## config.mk

```make
export PLATFORM = sky130hd
export DESIGN_NAME = mdu_top
export DESIGN_NICKNAME = d
export VERILOG_FILES = /design/src/logic/mdu_op_pkg.sv /design/src/logic/mdu_state_pkg.sv /design/src/logic/mdu_req_if.sv /design/src/logic/mdu_mult.sv /design/src/logic/mdu_div.sv /design/src/logic/mdu_result_merge.sv /design/src/logic/mdu_top.sv
export SDC_FILE = /design/constraint.sdc
export NUM_CORES = 2
export LEC_CHECK = 0
export BUFFER_PORTS_ARGS = -buffer_cell sky130_fd_sc_hd__buf_2
export CORE_MARGIN = 5
export CORE_UTILIZATION = 40
export CTS_CLUSTER_SIZE = 14
export DETAILED_ROUTE_END_ITERATION = 12
export SYNTH_ARGS = -nofsm -noshare
export SYNTH_HDL_FRONTEND = slang
export SYNTH_SLANG_ARGS = --single-unit
```

## constraint.sdc

```tcl
create_clock -name clk -period 15.9 [get_ports clk]
set_input_delay 1.59 -clock clk [delete_from_list [all_inputs] [get_ports clk]]
set_output_delay 1.59 -clock clk [all_outputs]
set_load 0.005 [all_outputs]
```

## src/logic/mdu_op_pkg.sv

```systemverilog
/* Operation encoding and widths shared by the multiply/divide unit
   Only 32-bit operands are supported */

package mdu_op_pkg;

  // Operand and result width
  localparam int XLEN = 32;

  // Operation class issued to the unit
  typedef enum logic [1:0] {
    MDU_MUL  = 2'b00,  // Low product word
    MDU_MULH = 2'b01,  // High product word, signedness from short_signed
    MDU_DIV  = 2'b10,  // Quotient
    MDU_REM  = 2'b11   // Remainder
  } mdu_op_e;

  // Bit positions in short_signed
  localparam int SIGN_A_BIT = 0;
  localparam int SIGN_B_BIT = 1;

  // Both operands signed, used by MULH and signed DIV/REM
  // MULHSU uses 2'b01 and the unsigned forms use 2'b00
  localparam logic [1:0] SIGNED_SIGNED = 2'b11;

  // Divider iteration count and step counter
  localparam int DIV_STEPS = 32;
  localparam int DIV_CNT_W = $clog2(DIV_STEPS);
  localparam logic [DIV_CNT_W-1:0] DIV_LAST = DIV_CNT_W'(DIV_STEPS - 1);

endpackage

```

## src/logic/mdu_state_pkg.sv

```systemverilog
/* Sequencer state encodings of the multiplier and the divider */

package mdu_state_pkg;

  // Partial product in progress for the high-half multiply
  // ALBL doubles as the idle state
  typedef enum logic [1:0] {
    ALBL = 2'b00,
    ALBH = 2'b01,
    AHBL = 2'b10,
    AHBH = 2'b11
  } mult_state_e;

  // Serial divider sequencer
  typedef enum logic [1:0] {
    DIV_IDLE = 2'b00,  // Waiting for issue, loads magnitudes
    DIV_RUN  = 2'b01,  // One shift/subtract step per cycle
    DIV_DONE = 2'b10   // Result held until ex_ready
  } div_state_e;

endpackage

```

## src/logic/mdu_req_if.sv

```systemverilog
/* Issued operation and stall input as seen by the units
   The issuer keeps every field stable until the unit reports ready */

`timescale 1ns/1ps

interface mdu_req_if;

  logic                          enable;
  mdu_op_pkg::mdu_op_e           operator;
  logic [1:0]                    short_signed;
  logic [mdu_op_pkg::XLEN-1:0]   op_a;
  logic [mdu_op_pkg::XLEN-1:0]   op_b;
  logic                          ex_ready;

  // Multiplier and divider see the whole request
  modport unit (
    input enable, operator, short_signed, op_a, op_b, ex_ready
  );

  // Result merging only needs the operation and operands
  modport merge (
    input operator, short_signed, op_a, op_b
  );

endinterface

```

## src/logic/mdu_mult.sv

```systemverilog
/* MUL is combinational; MULH, MULHSU and MULHU take four cycles
   Operands must stay stable while the high-half sequence runs */

`timescale 1ns/1ps

module mdu_mult (
  input  logic                         clk,
  input  logic                         rst_n,
  mdu_req_if.unit                      req,
  output logic [mdu_op_pkg::XLEN-1:0]  result_o,
  output logic                         ready_o
);

  ////////////////////////////////////////////////////////////////////////////
  // Declarations
  ////////////////////////////////////////////////////////////////////////////

  // Shared multiplier operands, one bit wider than the data
  logic [mdu_op_pkg::XLEN:0]      op_a;
  logic [mdu_op_pkg::XLEN:0]      op_b;
  logic [2*mdu_op_pkg::XLEN+1:0]  int_prod;
  logic [mdu_op_pkg::XLEN+1:0]    int_result;

  // High-half sequencer
  logic                           mulh_active;
  logic                           mulh_busy;
  logic                           mulh_shift;
  mdu_state_pkg::mult_state_e     mulh_state;
  mdu_state_pkg::mult_state_e     mulh_state_next;

  // 17-bit halfword operands
  logic [16:0]                    mulh_al;
  logic [16:0]                    mulh_bl;
  logic [16:0]                    mulh_ah;
  logic [16:0]                    mulh_bh;
  logic [16:0]                    mulh_a;
  logic [16:0]                    mulh_b;

  // Accumulation path
  logic [mdu_op_pkg::XLEN:0]      mulh_acc;
  logic [mdu_op_pkg::XLEN+1:0]    mulh_sum;
  logic [mdu_op_pkg::XLEN+1:0]    mulh_sum_shifted;
  logic [mdu_op_pkg::XLEN+1:0]    mulh_result;

  assign mulh_active = req.enable && (req.operator == mdu_op_pkg::MDU_MULH);

  // Lower halfwords are always unsigned
  assign mulh_al = {1'b0, req.op_a[15:0]};
  assign mulh_bl = {1'b0, req.op_b[15:0]};

  // Upper halfwords carry the operand sign when short_signed asks for it
  assign mulh_ah = {req.short_signed[mdu_op_pkg::SIGN_A_BIT] & req.op_a[mdu_op_pkg::XLEN-1],
                    req.op_a[mdu_op_pkg::XLEN-1:16]};
  assign mulh_bh = {req.short_signed[mdu_op_pkg::SIGN_B_BIT] & req.op_b[mdu_op_pkg::XLEN-1],
                    req.op_b[mdu_op_pkg::XLEN-1:16]};

  // Add the partial product, optionally dropping 16 bits of weight
  assign mulh_sum         = $signed(int_result) + $signed({mulh_acc[mdu_op_pkg::XLEN], mulh_acc});
  assign mulh_sum_shifted = $signed(mulh_sum) >>> 16;
  assign mulh_result      = mulh_shift ? mulh_sum_shifted : mulh_sum;

  ////////////////////////////////////////////////////////////////////////////
  // High-half sequencer
  ////////////////////////////////////////////////////////////////////////////

  always_comb begin
    mulh_shift      = 1'b0;
    mulh_busy       = 1'b0;
    mulh_a          = mulh_al;
    mulh_b          = mulh_bl;
    mulh_state_next = mulh_state;

    case (mulh_state)
      mdu_state_pkg::ALBL: begin
        // Idle, the issue cycle already forms AL*BL
        mulh_shift = 1'b1;
        if (mulh_active) begin
          mulh_busy       = 1'b1;
          mulh_state_next = mdu_state_pkg::ALBH;
        end
      end
      mdu_state_pkg::ALBH: begin
        mulh_busy       = 1'b1;
        mulh_b          = mulh_bh;
        mulh_state_next = mdu_state_pkg::AHBL;
      end
      mdu_state_pkg::AHBL: begin
        mulh_busy       = 1'b1;
        mulh_shift      = 1'b1;
        mulh_a          = mulh_ah;
        mulh_state_next = mdu_state_pkg::AHBH;
      end
      mdu_state_pkg::AHBH: begin
        // Final sum is the result, held until the stage accepts it
        mulh_a = mulh_ah;
        mulh_b = mulh_bh;
        if (req.ex_ready) begin
          mulh_state_next = mdu_state_pkg::ALBL;
        end
      end
      default: mulh_state_next = mdu_state_pkg::ALBL;
    endcase
  end

  // Ready stays high unless a MULH is actually in flight
  assign ready_o = ~(mulh_busy & mulh_active);

  always_ff @(posedge clk or negedge rst_n) begin
    if (!rst_n) begin
      mulh_acc   <= '0;
      mulh_state <= mdu_state_pkg::ALBL;
    end else if (mulh_active) begin
      if (mulh_busy) begin
        mulh_acc <= mulh_result[mdu_op_pkg::XLEN:0];
      end else if (req.ex_ready) begin
        mulh_acc <= '0;  // Result taken, start clean
      end
      mulh_state <= mulh_state_next;
    end
  end

  ////////////////////////////////////////////////////////////////////////////
  // Multiplier and result select
  ////////////////////////////////////////////////////////////////////////////

  // Full operands for MUL, sign-extended halfwords otherwise
  assign op_a = (req.operator == mdu_op_pkg::MDU_MUL) ?
                {req.op_a[mdu_op_pkg::XLEN-1], req.op_a} : {{16{mulh_a[16]}}, mulh_a};
  assign op_b = (req.operator == mdu_op_pkg::MDU_MUL) ?
                {req.op_b[mdu_op_pkg::XLEN-1], req.op_b} : {{16{mulh_b[16]}}, mulh_b};

  assign int_prod   = $signed(op_a) * $signed(op_b);
  assign int_result = int_prod[mdu_op_pkg::XLEN+1:0];

  assign result_o = (req.operator == mdu_op_pkg::MDU_MUL) ?
                    int_result[mdu_op_pkg::XLEN-1:0] : mulh_result[mdu_op_pkg::XLEN-1:0];

endmodule

```

## src/logic/mdu_div.sv

```systemverilog
/* Radix-2 restoring divider on operand magnitudes, one bit per cycle
   Signs and divide-by-zero are resolved by the result merge block */

`timescale 1ns/1ps

module mdu_div (
  input  logic                         clk,
  input  logic                         rst_n,
  mdu_req_if.unit                      req,
  output logic [mdu_op_pkg::XLEN-1:0]  quot_mag_o,
  output logic [mdu_op_pkg::XLEN-1:0]  rem_mag_o,
  output logic                         ready_o
);

  logic                               div_active;
  logic                               signed_op;
  mdu_state_pkg::div_state_e          state;
  logic [mdu_op_pkg::DIV_CNT_W-1:0]   step_cnt;

  // Operand magnitudes taken at issue
  logic [mdu_op_pkg::XLEN-1:0]        abs_a;
  logic [mdu_op_pkg::XLEN-1:0]        abs_b;

  // Working registers
  logic [mdu_op_pkg::XLEN-1:0]        rem_q;
  logic [mdu_op_pkg::XLEN-1:0]        quo_q;      // Dividend bits out, quotient bits in
  logic [mdu_op_pkg::XLEN-1:0]        divisor_q;

  // One restoring step
  logic [mdu_op_pkg::XLEN:0]          partial;
  logic [mdu_op_pkg::XLEN+1:0]        diff;
  logic                               fits;

  assign div_active = req.enable && ((req.operator == mdu_op_pkg::MDU_DIV) ||
                                     (req.operator == mdu_op_pkg::MDU_REM));

  assign signed_op = (req.short_signed == mdu_op_pkg::SIGNED_SIGNED);

  // Negate only signed negatives; the most negative value maps onto itself
  assign abs_a = (signed_op && req.op_a[mdu_op_pkg::XLEN-1]) ? -req.op_a : req.op_a;
  assign abs_b = (signed_op && req.op_b[mdu_op_pkg::XLEN-1]) ? -req.op_b : req.op_b;

  ////////////////////////////////////////////////////////////////////////////
  // Datapath
  ////////////////////////////////////////////////////////////////////////////

  // Bring down the next dividend bit and try the subtraction
  assign partial = {rem_q, quo_q[mdu_op_pkg::XLEN-1]};
  assign diff    = {1'b0, partial} - {2'b00, divisor_q};
  assign fits    = ~diff[mdu_op_pkg::XLEN+1];

  always_ff @(posedge clk) begin
    if (div_active && (state == mdu_state_pkg::DIV_IDLE)) begin
      rem_q     <= '0;
      quo_q     <= abs_a;
      divisor_q <= abs_b;
    end else if (div_active && (state == mdu_state_pkg::DIV_RUN)) begin
      // Keep the difference only when the divisor fit
      rem_q <= fits ? diff[mdu_op_pkg::XLEN-1:0] : partial[mdu_op_pkg::XLEN-1:0];
      quo_q <= {quo_q[mdu_op_pkg::XLEN-2:0], fits};
    end
  end

  ////////////////////////////////////////////////////////////////////////////
  // Sequencer
  ////////////////////////////////////////////////////////////////////////////

  always_ff @(posedge clk or negedge rst_n) begin
    if (!rst_n) begin
      state    <= mdu_state_pkg::DIV_IDLE;
      step_cnt <= '0;
    end else if (div_active) begin
      case (state)
        mdu_state_pkg::DIV_IDLE: begin
          state    <= mdu_state_pkg::DIV_RUN;
          step_cnt <= '0;
        end
        mdu_state_pkg::DIV_RUN: begin
          if (step_cnt == mdu_op_pkg::DIV_LAST) begin
            state <= mdu_state_pkg::DIV_DONE;
          end
          step_cnt <= step_cnt + 1'b1;
        end
        mdu_state_pkg::DIV_DONE: begin
          // Hold the result through a stall
          if (req.ex_ready) begin
            state <= mdu_state_pkg::DIV_IDLE;
          end
        end
        default: state <= mdu_state_pkg::DIV_IDLE;
      endcase
    end
  end

  // Low from issue through the last step when the operation is ours
  assign ready_o = ~div_active | (state == mdu_state_pkg::DIV_DONE);

  assign quot_mag_o = quo_q;
  assign rem_mag_o  = rem_q;

endmodule

```

## src/logic/mdu_result_merge.sv

```systemverilog
/* Purely combinational; applies the RISC-V sign and divide-by-zero
   rules to the divider magnitudes and picks the final result */

`timescale 1ns/1ps

module mdu_result_merge (
  mdu_req_if.merge                     req,
  input  logic [mdu_op_pkg::XLEN-1:0]  mult_result_i,
  input  logic                         mult_ready_i,
  input  logic [mdu_op_pkg::XLEN-1:0]  quot_mag_i,
  input  logic [mdu_op_pkg::XLEN-1:0]  rem_mag_i,
  input  logic                         div_ready_i,
  output logic [mdu_op_pkg::XLEN-1:0]  result_o,
  output logic                         ready_o
);

  logic                         signed_op;
  logic                         a_neg;
  logic                         b_neg;
  logic                         div_by_zero;
  logic [mdu_op_pkg::XLEN-1:0]  quot;
  logic [mdu_op_pkg::XLEN-1:0]  rem;

  assign signed_op   = (req.short_signed == mdu_op_pkg::SIGNED_SIGNED);
  assign a_neg       = signed_op & req.op_a[mdu_op_pkg::XLEN-1];
  assign b_neg       = signed_op & req.op_b[mdu_op_pkg::XLEN-1];
  assign div_by_zero = (req.op_b == '0);

  // Quotient is negative when the operand signs differ
  // Divide by zero returns all ones without sign correction
  assign quot = div_by_zero    ? '1 :
                (a_neg ^ b_neg) ? -quot_mag_i : quot_mag_i;

  // Remainder follows the dividend sign, or is the dividend itself on zero
  assign rem = div_by_zero ? req.op_a :
               a_neg       ? -rem_mag_i : rem_mag_i;

  always_comb begin
    case (req.operator)
      mdu_op_pkg::MDU_DIV: result_o = quot;
      mdu_op_pkg::MDU_REM: result_o = rem;
      default:             result_o = mult_result_i;
    endcase
  end

  // An idle unit holds its ready high
  assign ready_o = mult_ready_i & div_ready_i;

endmodule

```

## src/logic/mdu_top.sv

```systemverilog
/* Multiply/divide unit with plain ports; latency is that of the selected
   unit, and inputs must be held until ready_o is seen with ex_ready_i */

`timescale 1ns/1ps

module mdu_top (
  input  logic                         clk,
  input  logic                         rst_n,
  input  logic                         enable_i,
  input  mdu_op_pkg::mdu_op_e          operator_i,
  input  logic [1:0]                   short_signed_i,
  input  logic [mdu_op_pkg::XLEN-1:0]  op_a_i,
  input  logic [mdu_op_pkg::XLEN-1:0]  op_b_i,
  input  logic                         ex_ready_i,
  output logic [mdu_op_pkg::XLEN-1:0]  result_o,
  output logic                         ready_o
);

  logic [mdu_op_pkg::XLEN-1:0]  mult_result;
  logic                         mult_ready;
  logic [mdu_op_pkg::XLEN-1:0]  quot_mag;
  logic [mdu_op_pkg::XLEN-1:0]  rem_mag;
  logic                         div_ready;

  // Request bundle shared by all three blocks
  mdu_req_if req_if ();

  assign req_if.enable       = enable_i;
  assign req_if.operator     = operator_i;
  assign req_if.short_signed = short_signed_i;
  assign req_if.op_a         = op_a_i;
  assign req_if.op_b         = op_b_i;
  assign req_if.ex_ready     = ex_ready_i;

  mdu_mult u_mult (
    .clk      (clk),
    .rst_n    (rst_n),
    .req      (req_if),
    .result_o (mult_result),
    .ready_o  (mult_ready)
  );

  mdu_div u_div (
    .clk        (clk),
    .rst_n      (rst_n),
    .req        (req_if),
    .quot_mag_o (quot_mag),
    .rem_mag_o  (rem_mag),
    .ready_o    (div_ready)
  );

  mdu_result_merge u_merge (
    .req           (req_if),
    .mult_result_i (mult_result),
    .mult_ready_i  (mult_ready),
    .quot_mag_i    (quot_mag),
    .rem_mag_i     (rem_mag),
    .div_ready_i   (div_ready),
    .result_o      (result_o),
    .ready_o       (ready_o)
  );

endmodule

```

### Word level (Yosys, flattened, before mapping)

Cells that the tools add are included.

| word-level totals | value |
|---|---|
| register bits after elaboration | 138 |
| bits in latches | 0 |
| bits in writable memories | 0 |
| bits in read-only memories | 0 |
| bits of input ports | 72 |
| output and inout port bits | 33 |
| logic and storage cells | 87 |
| memories kept | 0 |

| cells by class | value |
|---|---|
| $add $sub $neg | 7 |
| multiply operators | 1 |
| divide/modulo/power cells | 0 |
| magnitude comparators | 0 |
| eq/ne operators | 13 |
| shift-type cells | 0 |
| mux-type cells | 26 |
| bitwise gates (word level) | 11 |
| reductions and logical operators | 22 |

Operator list:

| kind | count |
|---|---|
| 2-to-1 mux 32 bit | 10 |
| 2-to-1 mux 33 bit | 5 |
| negator 32 bit | 4 |
| one-hot mux 32 bit (2 select lines) | 1 |
| adder 34 x 33 -> 34 bit | 1 |
| multiplier 33 x 33 -> 34 bit | 1 |
| 2-to-1 mux 17 bit | 2 |
| subtractor 33 x 32 -> 34 bit | 1 |
| logical NOT 32 bit | 1 |
| equality test 2 bit (second input constant) | 6 |
| one-hot mux 5 bit (2 select lines) | 1 |
| one-hot mux 2 bit (4 select lines) | 1 |
| OR reduction 2 bit | 4 |
| AND 1 bit | 6 |
| equality test 2 x 1 -> 1 bit (second input constant) | 3 |
| logical AND 1 bit | 6 |
| logical NOT 2 bit | 3 |
| != test 2 bit (second input constant) | 3 |
| one-hot mux 2 bit (3 select lines) | 1 |
| AND reduction 2 bit | 3 |
| nonzero test 2 bit | 3 |
| adder 5 x 1 -> 5 bit (second input constant) | 1 |
| equality test 5 bit (second input constant) | 1 |
| 2-to-1 mux 2 bit | 2 |
| 7 further kinds | 10 |

### Logic depth before layout (Yosys ltp)

| logic depth | value |
|---|---|
| word-level depth | 9 |
| depth in mapped cells | 47 |
| depth with buffers taken out | 43 |

### Hierarchy

A second synthesis with hierarchy kept.

| second synthesis, totals | value |
|---|---|
| cell total of the unflattened synthesis | 3874 |
| area, all modules | 32050.7 µm² |

Modules (own cells, without submodules):

| module | times used | cells each | area an instance (µm²) | seq. area each (µm²) |
|---|---|---|---|---|
| mdu_mult | 1 | 2699 | 22609.2 | 875.8 |
| mdu_div | 1 | 780 | 6985.4 | 2737.6 |
| mdu_result_merge | 1 | 395 | 2456.1 | 0.0 |

### Worst setup path before layout

Ideal clock, no wire load.

| path | value |
|---|---|
| path type | input-to-output |
| from | input port operator_i[0] |
| to | output port result_o[19] (netlist bit) |
| arrival time | 11.081 ns |
| data required time | 14.310 ns |
| setup slack | 3.229 ns |
| stages on the path | 46 |
| path buffers | 6 |
| path through | buf_2 o22ai_2 buf_4 buf_2 buf_1 mux2_2 clkbuf_1 nand2_1 fa_1 inv_1 fa_1 inv_1 fa_1 fa_1 inv_1 ha_1 ha_1 fa_1 (+10 left out) a21oi_1 o21bai_1 a21oi_1 xor2_1 inv_1 ha_1 a21o_1 a21oi_1 o21ba_2 a211oi_1 a21o_1 a31oi_1 o31ai_1 xor2_1 xnor2_2 or3_4 buf_6 nand2_1 |

| between the ends | value |
|---|---|
| longest elaborated chain between the ends | 7 |
| elaborated cells on any way between the ends | 10 |
| those cells by class | add/sub: 1; mul: 1; eq/ne: 2; mux: 5; reduce/logical: 1 |

Ends and longest elaborated chain:

| element | RTL line | source |
|---|---|---|
| start, declared | mdu_top.sv:10 | `input mdu_op_pkg::mdu_op_e operator_i,` |
| logical NOT 2 bit | mdu_mult.sv:127, mdu_mult.sv:129, mdu_mult.sv:135 |  |
| 2-to-1 mux 33 bit, on equally long branches | mdu_mult.sv:127, mdu_mult.sv:129 |  |
| multiplier 33 x 33 -> 34 bit | mdu_mult.sv:132 | `assign int_prod = $signed(op_a) * $signed(op_b);` |
| adder 34 x 33 -> 34 bit | mdu_mult.sv:58 | `assign mulh_sum = $signed(int_result) + $signed({mulh_acc[mdu_op_pkg::XLEN], mulh_acc});` |
| 2-to-1 mux 33 bit | mdu_mult.sv:60 | `assign mulh_result = mulh_shift ? mulh_sum_shifted : mulh_sum;` |
| 2-to-1 mux 32 bit | mdu_mult.sv:135 | `assign result_o = (req.operator == mdu_op_pkg::MDU_MUL) ?` |
| one-hot mux 32 bit (2 select lines) (*) | mdu_result_merge.sv:39 | `case (req.operator)` |
| end, declared | mdu_top.sv:15 | `output logic [mdu_op_pkg::XLEN-1:0] result_o,` |

Every way passes the cells marked *; elsewhere a longest branch is shown, timed or not.

### Worst setup path after layout

| path | value |
|---|---|
| from | input port operator_i[1] |
| to | output port result_o[20] (netlist bit) |

Same word-level chain as after synthesis.

==> Flow_metrics.wiki <==
{| class="wikitable"
! Metric !! Value
|-
| #FFs+latches synth || 138
|-
| Critical Path Start || operator_i[1]
|-
| Die outline height || 290 um
|-
| Hold bufs inserted after CTS || 0
|-
| Iteration count of the initial detailed-routing pass || 8
|-
| Setup TNS Final || 0 ps
|-
| Endpoint of the lowest-slack register-to-register path || u_mult.mulh_acc[23]$_DFFE_PN0P_
|-
| Die Outline Area || 84300 um2
|-
| Final worst hold slack || 486 ps
|-
| Number of gates resized after cts || 0
|-
| Worst-case clock buffer depth || 2
|-
| Number of buffers inserted by port buffering || 104
|-
| Seq/Total Area, Yosys || 0.115
|-
| Period utilisation layout || 0.889
|-
| Worst slew pin tran || 1320 ps
|-
| DIE WIDTH || 290 um
|-
| Fillers || 7862
|-
| Count of unique library cells instantiated by Yosys || 94
|-
| Final Hold Violating Endpoints || 0
|-
| Hold Path Sink || u_div.step_cnt[4]$_DFFE_PN0P_
|-
| Via-to-Cell Ratio || 5.65
|-
| Clock sinks || 138
|-
| DRC violation count after routing || 0
|-
| Number of antenna violations at the first check in global routing || 4
|-
| Worst slew margin relative to its limit || 0.105
|-
| Number of buffers added for setup after CTS || 0
|-
| Number of nets in the final layout || 4571
|-
| CTS tree || yes
|-
| Clock edge transition at the registers on the reported setup and hold paths || 70 ps
|-
| Clock latency at the later pin of the worst-skew pair || 450 ps
|-
| Main flop type after synthesis || edfxtp_1
|-
| EDFF count, synth || 64
|-
| Starting Density || 0.404
|-
| Reg-to-reg setup timing slack || 3920 ps
|-
| Slowest CP cell || mux2i_1
|-
| DR WL/cell || 22.8 um
|-
| First-pass GRT wire length || 169 mm
|-
| GPL Wtd Cong || 0.966
|-
| Global-route usage over all layers || 0.259
|-
| Critical path startpoint category || input port
|-
| Root buffer selected by CTS || clkbuf_16
|-
| Maximum single-stage delay on the critical path || 1050 ps
|-
| Ys async rst share || 0.304
|-
| Min-delay worst type || reg2reg
|-
| Final-report max-slew violation count || 0
|-
| Clock buffers created by TritonCTS || 17
|-
| Unrepaired setup endpoints after global routing || false
|-
| Max Clk Rate || 70.7 MHz
|-
| Area growth from synthesis to layout || 6.93%
|-
| H-tree depth reported by CTS || 4
|-
| Per-instance average area after synthesis || 8.27 um2
|-
| Overall overflow remaining after global route || 0
|-
| Netlist area before placement || 31400 um2
|-
| Minimum clock period after layout || 14140 ps
|-
| Antenna-violating nets left || 0
|-
| Worst R2R Path Depth || 38
|-
| Maximum number of pins on one net before global-route repair || 96
|-
| Most repeated library cell on the critical path || fa_1
|-
| Final setup violation count || 0
|-
| Worst Path Arrival || 12550 ps
|-
| Kind of end point of the critical path || output pin
|-
| Floorplan Core Area || 77700 um2
|-
| Required time of the worst setup path || 14310 ps
|-
| # rows || 102
|-
| Worst hold path startpoint || u_div.step_cnt[4]$_DFFE_PN0P_
|-
| Half-perimeter wire length after detailed placement || 88.5 mm
|-
| Outcome || completed
|-
| Worst flop-to-flop path startpoint || u_mult.mulh_state[0]$_DFFE_PN0P_
|-
| Hold path depth || 2
|-
| Final wirelength || 111 mm
|-
| Worst setup path category || in2out
|-
| Number of global-route vias before repair || 27600
|-
| Number of warnings issued by yosys || 0
|-
| Layout cell share with drive strength beyond 1 || 0.0745
|-
| Gate count of the mapped netlist || 3800
|-
| Largest clock skew in the final design || 21.8 ps
|-
| Critical path fanouts, max || 21
|-
| Violation count after the first detailed-routing iteration || 2620
|-
| Syn nets || 4573
|-
| Number of primary I/O pins || 105
|-
| Overall via count from detail_route || 27400
|-
| Number of violations of the max-capacitance limit || 0
|}
==> flip-flops by register name, summed over array words and instances (netlist names) <==
name               cells
u_div.rem_mag_o       32
u_div.quot_mag_o      32
u_mult.mulh_state      2
u_mult.mulh_acc       33
u_div.state            2
u_div.divisor_q       32
u_div.step_cnt         5
==> logic make-up after synthesis <==
family	after synthesis	synth area share
xor gates and xnor gates	250	0.0720
buffers and inverters	828	0.102
adders and majority gates	701	0.392
and+or+nand+nor	1142	0.153
AOI/OAI and AO/OA	647	0.133
DFF	138	0.115
muxes	94	0.0338
==> how the worst max path moves through the flow <==
stage	end	slack [ps]	depth (start not counted)
after floorplan	result_o[19]	3230	46
after CTS	result_o[20]	1940	39
after global routing	result_o[20]	1200	38
final	result_o[20]	1760	38
after global placement	result_o[20]	2100	35
after detailed placement	result_o[20]	1980	38
==> synth_stat cells, types with 11 or more instances <==
| cell | number | area share |
|---|---|---|
| a211oi_1 | 14 | 0.0033 |
| a21o_1 | 42 | 0.010 |
| a21oi_1 | 193 | 0.031 |
| a221o_1 | 20 | 0.0064 |
| a221oi_1 | 25 | 0.0070 |
| a22o_1 | 15 | 0.0042 |
| a31oi_1 | 15 | 0.0030 |
| and2_1 | 12 | 0.0024 |
| buf_2 | 12 | 0.0019 |
| clkbuf_1 | 163 | 0.019 |
| dfrtp_1 | 42 | 0.033 |
| dfxtp_1 | 32 | 0.020 |
| edfxtp_1 | 64 | 0.061 |
| fa_1 | 472 | 0.30 |
| ha_1 | 229 | 0.091 |
| inv_1 | 634 | 0.076 |
| mux2_2 | 24 | 0.0086 |
| mux2i_1 | 59 | 0.019 |
| nand2_1 | 484 | 0.058 |
| nand2b_1 | 18 | 0.0036 |
| nand3_1 | 31 | 0.0049 |
| nor2_1 | 439 | 0.052 |
| nor2b_1 | 13 | 0.0026 |
| nor3_1 | 52 | 0.0083 |
| nor4_1 | 18 | 0.0036 |
| o211ai_1 | 13 | 0.0031 |
| o21a_1 | 27 | 0.0064 |
| o21ai_0 | 155 | 0.025 |
| o21bai_1 | 18 | 0.0043 |
| o31ai_1 | 26 | 0.0062 |
| o41ai_1 | 11 | 0.0031 |
| or3_1 | 17 | 0.0034 |
| xnor2_1 | 159 | 0.044 |
| xor2_1 | 84 | 0.023 |
==> per-stage QoR <==
| step | area, um2 | utilization | std cells | worst slack [ps] |
|---|---|---|---|---|
| 3_5_place_dp | 33000 | 0.425 | 4819 | 1980 |
| 4_1_cts | 33600 | 0.432 | 4851 | 1940 |
| 5_1_grt | 33600 | 0.432 | 4852 | 1200 |
| 6_report | 33600 | 0.432 | 4852 | 1760 |
| 3_3_place_gp | 33000 | 0.425 | 4819 | 2100 |
| 2_1_floorplan | 31400 | - | 3800 | 3230 |
==> critical path, delay by kind of cell <==
family          cells  cell delay (ps)
simple gates        8             1670
compound gates     10             2450
mux                 1             1050
buf+inv             6              610
xor+xnor            3              640
fa+ha+maj          10             4520
==> placed cells by master, fill, tap and decap left out, types with 64 or more instances in the layout <==
cell type	n
a21oi_1	193
o21ai_0	155
buf_2	104
edfxtp_1	64
xor2_1	84
buf_4	68
ha_1	229
xnor2_1	159
nor2_1	438
fa_1	472
inv_1	634
nand2_1	484
==> final cells by class <==
type                            instances  area [um2]  share of cell area
Clock buffer                           17         425              0.0127
Antenna cell                            1        2.50           0.0000744
Clock inverter                         15         184             0.00547
Sequential cell                       138        3610               0.108
Tap cell                             1040        1300              0.0387
Multi-Input combinational cell       2834       24700               0.734
Timing Repair Buffer                  172        1030              0.0307
Inverter                              635        2380              0.0709
==> routing by layer <==
layer,part of all wire,GRT usage
met1,0.40,0.345
met2,0.45,0.415
met3,0.098,0.0552
met4,0.051,0.103
met5,0.00024,0
Power is left out: the tool's default activity adds up to more than one toggle a clock period on the data nets, which glitch-free logic cannot reach.
